**config.mk**
```make
export PLATFORM = sky130hd
export DESIGN_NAME = axis_cabs_serial
export DESIGN_NICKNAME = d
export VERILOG_FILES = /design/src/design/cabs_pkg.sv /design/src/design/cabs_result_if.sv /design/src/design/cabs_sample_if.sv /design/src/design/axis_cabs_serial.sv /design/src/design/cabs_beat_collector.sv /design/src/design/cabs_magnitude.sv /design/src/design/cabs_beat_splitter.sv
export SDC_FILE = /design/constraint.sdc
export NUM_CORES = 2
export LEC_CHECK = 0
export ABC_AREA = 1
export BUFFER_PORTS_ARGS = -buffer_cell sky130_fd_sc_hd__buf_2
export CAP_MARGIN = 10
export CORE_UTILIZATION = 55
export CTS_CLUSTER_SIZE = 28
export DETAILED_ROUTE_END_ITERATION = 8
export GPL_TIMING_DRIVEN = 0
export PLACE_DENSITY = 0.75
export SYNTH_ARGS = -nofsm -noshare
export SYNTH_HDL_FRONTEND = slang
export SYNTH_SLANG_ARGS = --single-unit
export TNS_END_PERCENT = 30
```
**constraint.sdc**
```tcl
create_clock -name clk -period 37.1 [get_ports clk]
set_clock_uncertainty 0.1 [all_clocks]
set_input_delay 1.855 -clock clk [delete_from_list [all_inputs] [get_ports clk]]
set_output_delay 1.855 -clock clk [all_outputs]
set_load 0.1 [all_outputs]
```
**src/design/cabs_pkg.sv**
```systemverilog
// shared widths, latency and sample types for the complex magnitude stream subsystem
package cabs_pkg;

  ////////////////////////////////////////////////////////////////////////////
  // widths
  ////////////////////////////////////////////////////////////////////////////

  // one complex sample, im in the upper half, re in the lower half
  localparam int SAMPLE_W = 32;
  localparam int COMP_W = 16;

  // floor(sqrt(re^2 + im^2)) peaks at 46340, fits unsigned 16 bits
  localparam int MAG_W = 16;

  // square, sum, then one stage per root bit
  localparam int MAG_LATENCY = 2 + MAG_W;

  ////////////////////////////////////////////////////////////////////////////
  // types
  ////////////////////////////////////////////////////////////////////////////

  // same word, seen as a bus word or as its two signed components
  typedef union packed {
    logic [SAMPLE_W-1:0] raw;
    struct packed {
      logic signed [COMP_W-1:0] im;
      logic signed [COMP_W-1:0] re;
    } iq;
  } cabs_sample_u;

  // unsigned magnitude result
  typedef logic [MAG_W-1:0] mag_t;

endpackage
```
**src/design/cabs_result_if.sv**
```systemverilog
// carries one sample with its magnitude from the magnitude pipeline to the beat collector
`timescale 1ns/1ps

interface cabs_result_if #(
  parameter int NUM_CHANNELS = 4
);

  import cabs_pkg::*;

  localparam int CHAN_W = (NUM_CHANNELS > 1) ? $clog2(NUM_CHANNELS) : 1;

  logic              valid;
  // original word, passed through untouched
  cabs_sample_u      sample;
  logic [CHAN_W-1:0] chan;
  logic              done;
  mag_t              mag;

  modport src (output valid, sample, chan, done, mag);
  modport snk (input valid, sample, chan, done, mag);

endinterface

```
**src/design/cabs_sample_if.sv**
```systemverilog
// carries one serialized sample per cycle from the beat splitter into the magnitude pipeline
`timescale 1ns/1ps

interface cabs_sample_if #(
  parameter int NUM_CHANNELS = 4
);

  import cabs_pkg::*;

  // a single channel still needs one index bit
  localparam int CHAN_W = (NUM_CHANNELS > 1) ? $clog2(NUM_CHANNELS) : 1;

  logic              valid;
  cabs_sample_u      sample;
  logic [CHAN_W-1:0] chan;
  // last channel of the beat
  logic              done;

  modport src (output valid, sample, chan, done);
  modport snk (input valid, sample, chan, done);

endinterface

```
**src/design/axis_cabs_serial.sv**
```systemverilog
// top level: complex magnitude of every channel in a stream beat, one shared pipeline
`timescale 1ns/1ps

module axis_cabs_serial #(
  parameter int NUM_CHANNELS = 4
) (
  input  logic                                    clk,
  input  logic                                    arst_n,
  // input stream
  input  logic                                    s_tvalid,
  output logic                                    s_tready,
  input  logic [NUM_CHANNELS*cabs_pkg::SAMPLE_W-1:0] s_tdata,
  // output stream, beat and its magnitudes side by side
  output logic                                    m_tvalid,
  input  logic                                    m_tready,
  output logic [NUM_CHANNELS*cabs_pkg::SAMPLE_W-1:0] m_tdata,
  output logic [NUM_CHANNELS*cabs_pkg::MAG_W-1:0]    m_tmag
);

  // freezes the whole pipeline
  logic stall;

  cabs_sample_if #(.NUM_CHANNELS(NUM_CHANNELS)) smp_if ();
  cabs_result_if #(.NUM_CHANNELS(NUM_CHANNELS)) res_if ();

  cabs_beat_splitter #(
    .NUM_CHANNELS (NUM_CHANNELS)
  ) splitter_i (
    .clk      (clk),
    .arst_n   (arst_n),
    .s_tvalid (s_tvalid),
    .s_tready (s_tready),
    .s_tdata  (s_tdata),
    .stall    (stall),
    .smp      (smp_if.src)
  );

  cabs_magnitude magnitude_i (
    .clk    (clk),
    .arst_n (arst_n),
    .stall  (stall),
    .smp    (smp_if.snk),
    .res    (res_if.src)
  );

  cabs_beat_collector #(
    .NUM_CHANNELS (NUM_CHANNELS)
  ) collector_i (
    .clk      (clk),
    .arst_n   (arst_n),
    .res      (res_if.snk),
    .stall    (stall),
    .m_tvalid (m_tvalid),
    .m_tready (m_tready),
    .m_tdata  (m_tdata),
    .m_tmag   (m_tmag)
  );

endmodule

```
**src/design/cabs_beat_collector.sv**
```systemverilog
// output side: gathers per-channel results into a beat and drives the registered output stream
`timescale 1ns/1ps

module cabs_beat_collector #(
  parameter int NUM_CHANNELS = 4
) (
  input  logic                                    clk,
  input  logic                                    arst_n,
  cabs_result_if.snk                              res,
  output logic                                    stall,
  output logic                                    m_tvalid,
  input  logic                                    m_tready,
  output logic [NUM_CHANNELS*cabs_pkg::SAMPLE_W-1:0] m_tdata,
  output logic [NUM_CHANNELS*cabs_pkg::MAG_W-1:0]    m_tmag
);

  import cabs_pkg::*;

  // per-channel storage, indexed by the result channel
  cabs_sample_u smp_st [NUM_CHANNELS];
  mag_t         mag_st [NUM_CHANNELS];

  logic [NUM_CHANNELS*SAMPLE_W-1:0] beat_data;
  logic [NUM_CHANNELS*MAG_W-1:0]    beat_mag;
  logic                             complete_q;
  logic                             load;

  always_ff @(posedge clk) begin
    if (res.valid) begin
      smp_st[res.chan] <= res.sample;
      mag_st[res.chan] <= res.mag;
    end
  end

  for (genvar n = 0; n < NUM_CHANNELS; n++) begin : g_pack
    assign beat_data[n*SAMPLE_W +: SAMPLE_W] = smp_st[n].raw;
    assign beat_mag[n*MAG_W +: MAG_W]        = mag_st[n];
  end

  ////////////////////////////////////////////////////////////////////////////
  // beat completion and stall
  ////////////////////////////////////////////////////////////////////////////

  // output register free, or being emptied this cycle
  assign load  = complete_q & (~m_tvalid | m_tready);
  // finished beat has nowhere to go
  assign stall = complete_q & m_tvalid & ~m_tready;

  always_ff @(posedge clk or negedge arst_n) begin
    if (!arst_n) begin
      complete_q <= 1'b0;
    end else begin
      complete_q <= (res.valid & res.done) | (complete_q & ~load);
    end
  end

  ////////////////////////////////////////////////////////////////////////////
  // output register
  ////////////////////////////////////////////////////////////////////////////

  always_ff @(posedge clk or negedge arst_n) begin
    if (!arst_n) begin
      m_tvalid <= 1'b0;
    end else if (load) begin
      m_tvalid <= 1'b1;
    end else if (m_tready) begin
      m_tvalid <= 1'b0;
    end
  end

  always_ff @(posedge clk) begin
    if (load) begin
      m_tdata <= beat_data;
      m_tmag  <= beat_mag;
    end
  end

  // the pipeline holds its results back while the beat waits
  a_no_result_in_stall: assert property (
    @(posedge clk) disable iff (!arst_n)
    !(res.valid && stall)
  );

  a_out_stable: assert property (
    @(posedge clk) disable iff (!arst_n)
    (m_tvalid && !m_tready) |=> (m_tvalid && $stable(m_tdata) && $stable(m_tmag))
  );

endmodule

```
**src/design/cabs_magnitude.sv**
```systemverilog
// processing part: pipelined floor(sqrt(re^2 + im^2)) with the sample tag carried alongside
`timescale 1ns/1ps

module cabs_magnitude (
  input  logic       clk,
  input  logic       arst_n,
  input  logic       stall,
  cabs_sample_if.snk smp,
  cabs_result_if.src res
);

  import cabs_pkg::*;

  localparam int CHAN_W = $bits(smp.chan);
  localparam int POW_W = 2 * COMP_W;
  // remainder of the root recurrence, two bits per step plus a spare
  localparam int REM_W = MAG_W + 3;
  localparam int LAST = MAG_LATENCY - 1;

  // tag pipeline
  logic              vld_q  [0:LAST];
  cabs_sample_u      smp_q  [0:LAST];
  logic [CHAN_W-1:0] chan_q [0:LAST];
  logic              done_q [0:LAST];

  // arithmetic pipeline
  logic [POW_W-1:0]  re_sq_q;
  logic [POW_W-1:0]  im_sq_q;
  logic [POW_W-1:0]  pw_q    [0:MAG_W];
  logic [REM_W-1:0]  rem_q   [1:MAG_W];
  mag_t              root_q  [1:MAG_W];
  logic [REM_W-1:0]  rem_nx  [0:MAG_W-1];
  mag_t              root_nx [0:MAG_W-1];

  ////////////////////////////////////////////////////////////////////////////
  // restoring square root, one result bit per stage
  ////////////////////////////////////////////////////////////////////////////

  for (genvar s = 0; s < MAG_W; s++) begin : g_root
    logic [REM_W-1:0] rem_in;
    mag_t             root_in;
    logic [REM_W-1:0] rem_shf;
    logic [REM_W-1:0] trial;
    logic             take;

    if (s == 0) begin : g_first
      assign rem_in  = '0;
      assign root_in = '0;
    end else begin : g_next
      assign rem_in  = rem_q[s];
      assign root_in = root_q[s];
    end

    // bring down the next bit pair of the power, msb first
    assign rem_shf = {rem_in[REM_W-3:0], pw_q[s][POW_W-1-2*s -: 2]};
    assign trial   = {1'b0, root_in, 2'b01};
    assign take    = (rem_shf >= trial);

    assign rem_nx[s]  = take ? rem_shf - trial : rem_shf;
    assign root_nx[s] = {root_in[MAG_W-2:0], take};
  end

  // valid bits, everything frozen while stalled
  always_ff @(posedge clk or negedge arst_n) begin
    if (!arst_n) begin
      for (int i = 0; i < MAG_LATENCY; i++) begin
        vld_q[i] <= 1'b0;
      end
    end else if (!stall) begin
      vld_q[0] <= smp.valid;
      for (int i = 1; i < MAG_LATENCY; i++) begin
        vld_q[i] <= vld_q[i-1];
      end
    end
  end

  always_ff @(posedge clk) begin
    if (!stall) begin
      smp_q[0]  <= smp.sample;
      chan_q[0] <= smp.chan;
      done_q[0] <= smp.done;
      for (int i = 1; i < MAG_LATENCY; i++) begin
        smp_q[i]  <= smp_q[i-1];
        chan_q[i] <= chan_q[i-1];
        done_q[i] <= done_q[i-1];
      end
      // signed squares, never above 2^30
      re_sq_q <= smp.sample.iq.re * smp.sample.iq.re;
      im_sq_q <= smp.sample.iq.im * smp.sample.iq.im;
      pw_q[0] <= re_sq_q + im_sq_q;
      for (int s = 0; s < MAG_W; s++) begin
        pw_q[s+1]   <= pw_q[s];
        rem_q[s+1]  <= rem_nx[s];
        root_q[s+1] <= root_nx[s];
      end
    end
  end

  // result is withheld while the collector is full
  assign res.valid  = vld_q[LAST] & ~stall;
  assign res.sample = smp_q[LAST];
  assign res.chan   = chan_q[LAST];
  assign res.done   = done_q[LAST];
  assign res.mag    = root_q[MAG_W];

  // root squared never exceeds the power, and the remainder closes the gap
  a_mag_floor: assert property (
    @(posedge clk) disable iff (!arst_n)
    vld_q[LAST] |->
      (POW_W'(root_q[MAG_W]) * POW_W'(root_q[MAG_W]) <= pw_q[MAG_W]) &&
      (POW_W'(rem_q[MAG_W]) ==
       pw_q[MAG_W] - POW_W'(root_q[MAG_W]) * POW_W'(root_q[MAG_W]))
  );

endmodule

```
**src/design/cabs_beat_splitter.sv**
```systemverilog
// input side of axis_cabs_serial that walks each stream beat into the shared pipeline per channel
`timescale 1ns/1ps

module cabs_beat_splitter #(
  parameter int NUM_CHANNELS = 4
) (
  input  logic                                    clk,
  input  logic                                    arst_n,
  input  logic                                    s_tvalid,
  output logic                                    s_tready,
  input  logic [NUM_CHANNELS*cabs_pkg::SAMPLE_W-1:0] s_tdata,
  input  logic                                    stall,
  cabs_sample_if.src                              smp
);

  import cabs_pkg::*;

  localparam int CHAN_W = (NUM_CHANNELS > 1) ? $clog2(NUM_CHANNELS) : 1;
  localparam logic [CHAN_W-1:0] LAST_CHAN = CHAN_W'(NUM_CHANNELS - 1);

  cabs_sample_u      words [NUM_CHANNELS];
  logic [CHAN_W-1:0] chan_q;
  logic              at_last;
  logic              advance;

  // unpack the beat into channel words
  for (genvar n = 0; n < NUM_CHANNELS; n++) begin : g_unpack
    assign words[n] = s_tdata[n*SAMPLE_W +: SAMPLE_W];
  end

  assign at_last = (chan_q == LAST_CHAN);
  assign advance = s_tvalid & ~stall;

  // beat is taken together with its last channel
  assign s_tready = at_last & ~stall;

  ////////////////////////////////////////////////////////////////////////////
  // channel counter
  ////////////////////////////////////////////////////////////////////////////

  always_ff @(posedge clk or negedge arst_n) begin
    if (!arst_n) begin
      chan_q <= '0;
    end else if (s_tvalid && s_tready) begin
      chan_q <= '0;
    end else if (advance) begin
      chan_q <= chan_q + 1'b1;
    end
  end

  // serialized sample towards the pipeline
  assign smp.valid  = advance;
  assign smp.sample = words[chan_q];
  assign smp.chan   = chan_q;
  assign smp.done   = at_last & ~stall;

  // the beat is read over several cycles and must hold until taken
  a_in_hold: assert property (
    @(posedge clk) disable iff (!arst_n)
    (s_tvalid && !s_tready) |=> (s_tvalid && $stable(s_tdata))
  );

endmodule

```
; Word level (Yosys, flattened, before mapping)
; Memory sizes are Yosys's and may differ from the RTL's. A register that Yosys moved wholly into a read port is not among the register bits.
; Index checks and enable logic that the tools add are counted.
[totals]
register_bits = 86
ram_bits = 1926
in_bits = 132
elab_cells = 113
mem_count = 8
[op_classes]
n_addsub = 18
mul = 2
n_lt_le_gt_ge = 17
n_eq_ne = 1
n_mux = 26
n_bitwise = 15
n_reduce_logical = 3
[memory_table]
columns = name, words, width, read_ports, rd_ports_with_merged_regs, wr, line
row1 = magnitude_i.smp_q, 18, 32, 18, 0, 18, cabs_magnitude.sv:22  ; cabs_sample_u smp_q [0:LAST];
row2 = magnitude_i.pw_q, 17, 32, 16, 0, 17, cabs_magnitude.sv:29  ; logic [POW_W-1:0] pw_q [0:MAG_W];
row3 = magnitude_i.rem_q, 16, 19, 15, 0, 16, cabs_magnitude.sv:30  ; logic [REM_W-1:0] rem_q [1:MAG_W];
row4 = magnitude_i.root_q, 16, 16, 16, 0, 16, cabs_magnitude.sv:31  ; mag_t root_q [1:MAG_W];
row5 = collector_i.smp_st, 4, 32, 4, 4, 1, cabs_beat_collector.sv:20  ; cabs_sample_u smp_st [NUM_CHANNELS];
row6 = collector_i.mag_st, 4, 16, 4, 4, 1, cabs_beat_collector.sv:21  ; mag_t mag_st [NUM_CHANNELS];
row7 = 2 more memories, --, --, --, --, --, --
[ops]
columns = operator, n
row1 = $mux W19, 16
row2 = $ge A19 B18 Y1, 15
row3 = $sub A19 B18 Y19, 15
row4 = $bmux W32 S2, 1
row5 = $mul A16 B16 Y32, 2
row6 = $mux W32, 2
row7 = $add A32 B32 Y32, 1
row8 = $and A1 B1 Y1, 8
row9 = $mux W1, 5
row10 = $mux W2, 2
row11 = $not A1 Y1, 4
row12 = $reduce_bool A2 Y1, 2
row13 = $ge A3 B3 Y1 const B, 1
row14 = $not A2 Y3, 1
row15 = $sub A2 B1 Y3 const B, 1
row16 = $add A2 B1 Y2 const B, 1
row17 = $eq A2 B2 Y1 const B, 1
row18 = $ge A2 B1 Y1 const B, 1
row19 = $or A1 B1 Y1, 2
row20 = $logic_and A1 B1 Y1, 1

; Logic depth before layout (Yosys ltp)
[depth]
word_depth = 6
ltp_mapped = 34
depth_no_buf = 32

; Modules after synthesis
; Synthesis repeated with hierarchy kept, for this count alone.
[hier_totals]
cells_unflattened = 7743
hier_area_um2 = 88406.0
[modules_own_cells]
columns = mod, instances, cells_per_inst, area_each_um2, seq_area_each_um2
row1 = cabs_magnitude, 1, 6950, 75102.0, 40538.9
row2 = cabs_beat_collector, 1, 403, 11647.4, 11581.1
row3 = cabs_beat_splitter, 1, 390, 1656.6, 50.0

; Least setup slack after synthesis
; OpenSTA, ideal clock, no wires.
[synth_path]
kind = input to register
startpoint = in m_tready
endpoint = mem magnitude_i.chan_q[0][0] (netlist bit), enable pin
arrival_time_ps = 38251
slack_ps = -3482
path_stages = 5
path_cell_list = inv_1 -> nand2_1 -> nor2_1 -> inv_1 -> clkbuf_1
[synth_rtl]
columns = element, line
row1 = from (decl), axis_cabs_serial.sv:15  ; input logic m_tready,
row2 = to (decl), cabs_magnitude.sv:23  ; logic [CHAN_W-1:0] chan_q [0:LAST];

; Final worst setup path
[layout_path]
startpoint = in s_tdata[47] (netlist bit)
endpoint = reg magnitude_i.re_sq_q[23], data pin
[layout_between]
elab_chain_len = 4
[layout_lines]
columns = element, line
row1 = from (decl), axis_cabs_serial.sv:12  ; input logic [NUM_CHANNELS*cabs_pkg::SAMPLE_W-1:0] s_tdata,
row2 = $bmux W32 S2, cabs_beat_splitter.sv:53  ; assign smp.sample = words[chan_q];
row3 = $mux W32 (implied by the code) (2 in series), cabs_beat_splitter.sv:53
row4 = via magnitude_i.smp.sample[15], cabs_sample_if.sv:20  ; modport snk (input valid, sample, chan, done);
row5 = $mul A16 B16 Y32, cabs_magnitude.sv:88  ; re_sq_q <= smp.sample.iq.re * smp.sample.iq.re;
row6 = to (signal assigned), cabs_magnitude.sv:88
row7 = to (decl), cabs_magnitude.sv:27  ; logic [POW_W-1:0] re_sq_q;
; The timed path passes the listed nets, and every way through them passes these cells. The select of a mux whose other input is x is not followed.
; A chain may end at the register's enable or synchronous reset.

==> impl_metrics.ini <==
[grt]
grt_max_degree = 130
grt_first_pass_wirelength_mm = 286
gr-total-overflow = 0
track_usage_pct = 22.8
antenna_found_initial = 5
grt_pass1_vias = 53200

[layout]
finish.utilization_pct = 62.0
layout_common_cells = 1719 x edfxtp_1, 1646 x nand2_1, 1319 x inv_1
n_antenna_cell = 0
final_common_cell = edfxtp_1
synthToLayoutAreaGrowth_pct = 11.9
num-nets-final = 8924
layout-drive-gt1-share_pct = 9.84
final_cells = 10200
nFillCells = 12100

[yosys]
syn_area_per_cell_sq_um = 11.8
synthCells = 7431
synth.cell_area_sq_um = 87700
synth-seq-area-share_pct = 59.5
ys.flop_type = edfxtp_1
async_reset_ff_share_pct = 1.26
syn_nets = 8391
ys_seq_elements = 1741
synthDistinctLibCells = 52
ys_warn_count = 0
synth_edf_count = 1719

[clock_tree]
clock_latency_ps = 810
holdBufCountCts = 0
numCtsBuffers = 167
cts_sinks = 1741
postCtsSetupBuffers = 0
root_buffer = clkbuf_16
cts_tree = done
cts_resized = 0
h-tree-depth = 4
clkTransAtPathRegs_ps = 60
max-clock-path-buffers = 3

[flow_run]
cap_violations = 0

[drt]
via_count = 52400
vias_per_cell = 5.16
drtIter0Drc = 3438
drt_pass1_iterations = 6
final_antenna_net_count = 0
wl_met1_mm = 76.8
wl_per_cell_microns = 17.7
postRouteWirelength_mm = 180
remaining_drc_errors = 0
wl_met3_mm = 8.23
routed.top_layer = met4
wl_met2_mm = 89.0

[critical_path]
max_stage_delay_ps = 930
reg2reg_depth = 23
end_kind = register
cp-start-kind = input pin
regToRegEndpoint = magnitude_i.re_sq_q[23]$_DFFE_PN_
crit_path_cell_trace = buf_2 -> nand2_1 -> a32oi_2 -> buf_2 -> nand2_1 -> fa_1 -> inv_1 -> fa_1 -> fa_1 -> fa_1 -> fa_1 -> inv_1 -> fa_1 -> inv_1 -> ha_1 -> nand2_1 -> nor2_1 -> inv_1 -> nor2_1 -> nand4_1 -> nand3b_1 -> xor2_1
r2r_start = splitter_i.smp.chan[0]$_DFFE_PN0P_
critPathMaxFanout = 10
critPathRequiredTime_ps = 37620
cp.arrival_ps = 8550
r2r_slack_ps = 29120
criticalPathCategory = in2reg
crit_slowest_cell = fa_1
crit_path_frequent_cell = fa_1

[floorplanning]
start_util_pct = 55.4
dieWidth_microns = 401
io_pins = 326
dieArea_sq_um = 161000
rows = 146
die_h_microns = 401
core-area_sq_um = 158000

[placed_design]
io_buffers = 325
gp_congestion = 0.951
place_inst = 9867
place_ws_ps = 28290
hpwl_mm = 138

[timing]
tns_ps = 0
setup_viol_count_final = 0
rsz0062_at_grt = false
hold_violations = 0
finalCritPeriodShare_pct = 21.6
setup_slack_ps = 29070
report.final.slew_viol_count = 0
fmax_mhz = 125
tightest_slew_ps = 1050
fin_crit_ps = 8030
relSlewSlack_pct = 29.8

[hold_path]
holdCritPathClass = reg2reg
holdCritStartpoint = magnitude_i.pw_q[0][419]$_DFFE_PN_
holdPathStages = 0
min_to = magnitude_i.pw_q[0][451]$_DFFE_PN_

[status]
status = completed
-- cell type report --
type	count	area (sq um)	area share, %
Buffer	80	542	0.552
Clock buffer	204	4340	4.42
Clock inverter	98	1150	1.18
Inverter	1347	5080	5.17
Multi-Input combinational cell	4263	30000	30.6
Sequential cell	1741	52200	53.2
Tap cell	2072	2590	2.64
Timing Repair Buffer	364	2290	2.34
-- through the flow --
step	hold WS, ps	instance area [sq um]
after floorplan	300	87700
after global placement	300	92000
after detailed placement	305	92700
after CTS	293	98200
after global routing	315	98200
final	293	98200
-- registers in the layout (all words and copies together) (netlist names), 31 cells and up --
register	count
magnitude_i.smp_q	574
magnitude_i.pw_q	272
magnitude_i.rem_q	237
magnitude_i.root_q	136
collector_i.smp_st	128
m_tdata	128
collector_i.mag_st	64
m_tmag	64
magnitude_i.chan_q	36
magnitude_i.im_sq_q	31
magnitude_i.re_sq_q	31
-- worst max-delay path by stage --
| stage | cells past startpoint | end | start |
|---|---|---|---|
| floorplan | 5 | magnitude_i.chan_q[0][0]$_DFFE_PN_ | m_tready |
| global placement | 6 | magnitude_i.pw_q[0][230]$_DFFE_PN_ | m_tready |
| detailed placement | 22 | magnitude_i.re_sq_q[23]$_DFFE_PN_ | s_tdata[101] |
| CTS | 23 | magnitude_i.re_sq_q[23]$_DFFE_PN_ | splitter_i.smp.chan[0]$_DFFE_PN0P_ |
| global route | 25 | magnitude_i.re_sq_q[31]$_DFFE_PN_ | splitter_i.smp.chan[0]$_DFFE_PN0P_ |
| finish | 22 | magnitude_i.re_sq_q[23]$_DFFE_PN_ | s_tdata[47] |
-- synthesized netlist by cell type (6+ instances only) --
master    count  area share [%]
nand3_1     363             2.1
and2_1       17            0.12
nor2_4       18            0.23
buf_2        42            0.24
xor2_1      122             1.2
dfrtp_1      22            0.63
a32oi_1       8           0.080
inv_2        21           0.090
a21o_1       12            0.10
inv_1      1319             5.6
clkbuf_1      7           0.030
nand3b_1     28            0.24
nor2_1      483             2.1
buf_4        15            0.13
fa_1        468              11
o211ai_1      8           0.068
buf_6        14            0.18
inv_4         6           0.043
edfxtp_1   1719              59
nand4_1      88            0.63
nand2_1    1646             7.0
nor2_2       14            0.10
a32oi_4      11            0.35
nor3_1       74            0.42
ha_1        360             5.1
o21bai_1     28            0.24
o21a_1        6           0.051
a21oi_1     272             1.6
xnor2_1      43            0.43
o21ai_0     134            0.76
or2_2        16            0.11
-- worst max-delay path: cells and delay by family --
kind	cells	cell delay (ps)
buffers and inverters	6	900
adder cells (fa/ha/maj)	7	3920
AO/OA/AOI/OAI	1	730
AND/OR/NAND/NOR	7	940
XOR/XNOR	1	220
-- cell families after synthesis --
family | count (synthesis) | share of synthesized area (%)
adder cells (fa/ha/maj) | 828 | 15.8
XOR/XNOR | 165 | 1.65
buffers and inverters | 1427 | 6.39
AO/OA/AOI/OAI | 501 | 3.44
flip-flops | 1741 | 59.5
AND/OR/NAND/NOR | 2768 | 13.2
other | 1 | 0.00427
-- layer usage --
layer,vias to the layer above,global-route usage (%)
li1,25600,-
met1,25200,29.7
met2,1373,39.1
met3,306,3.10
met4,0,8.47
met5,-,0
Power is left out: the tool's default activity adds up to more than one toggle a clock period on the data nets, which glitch-free logic cannot reach.
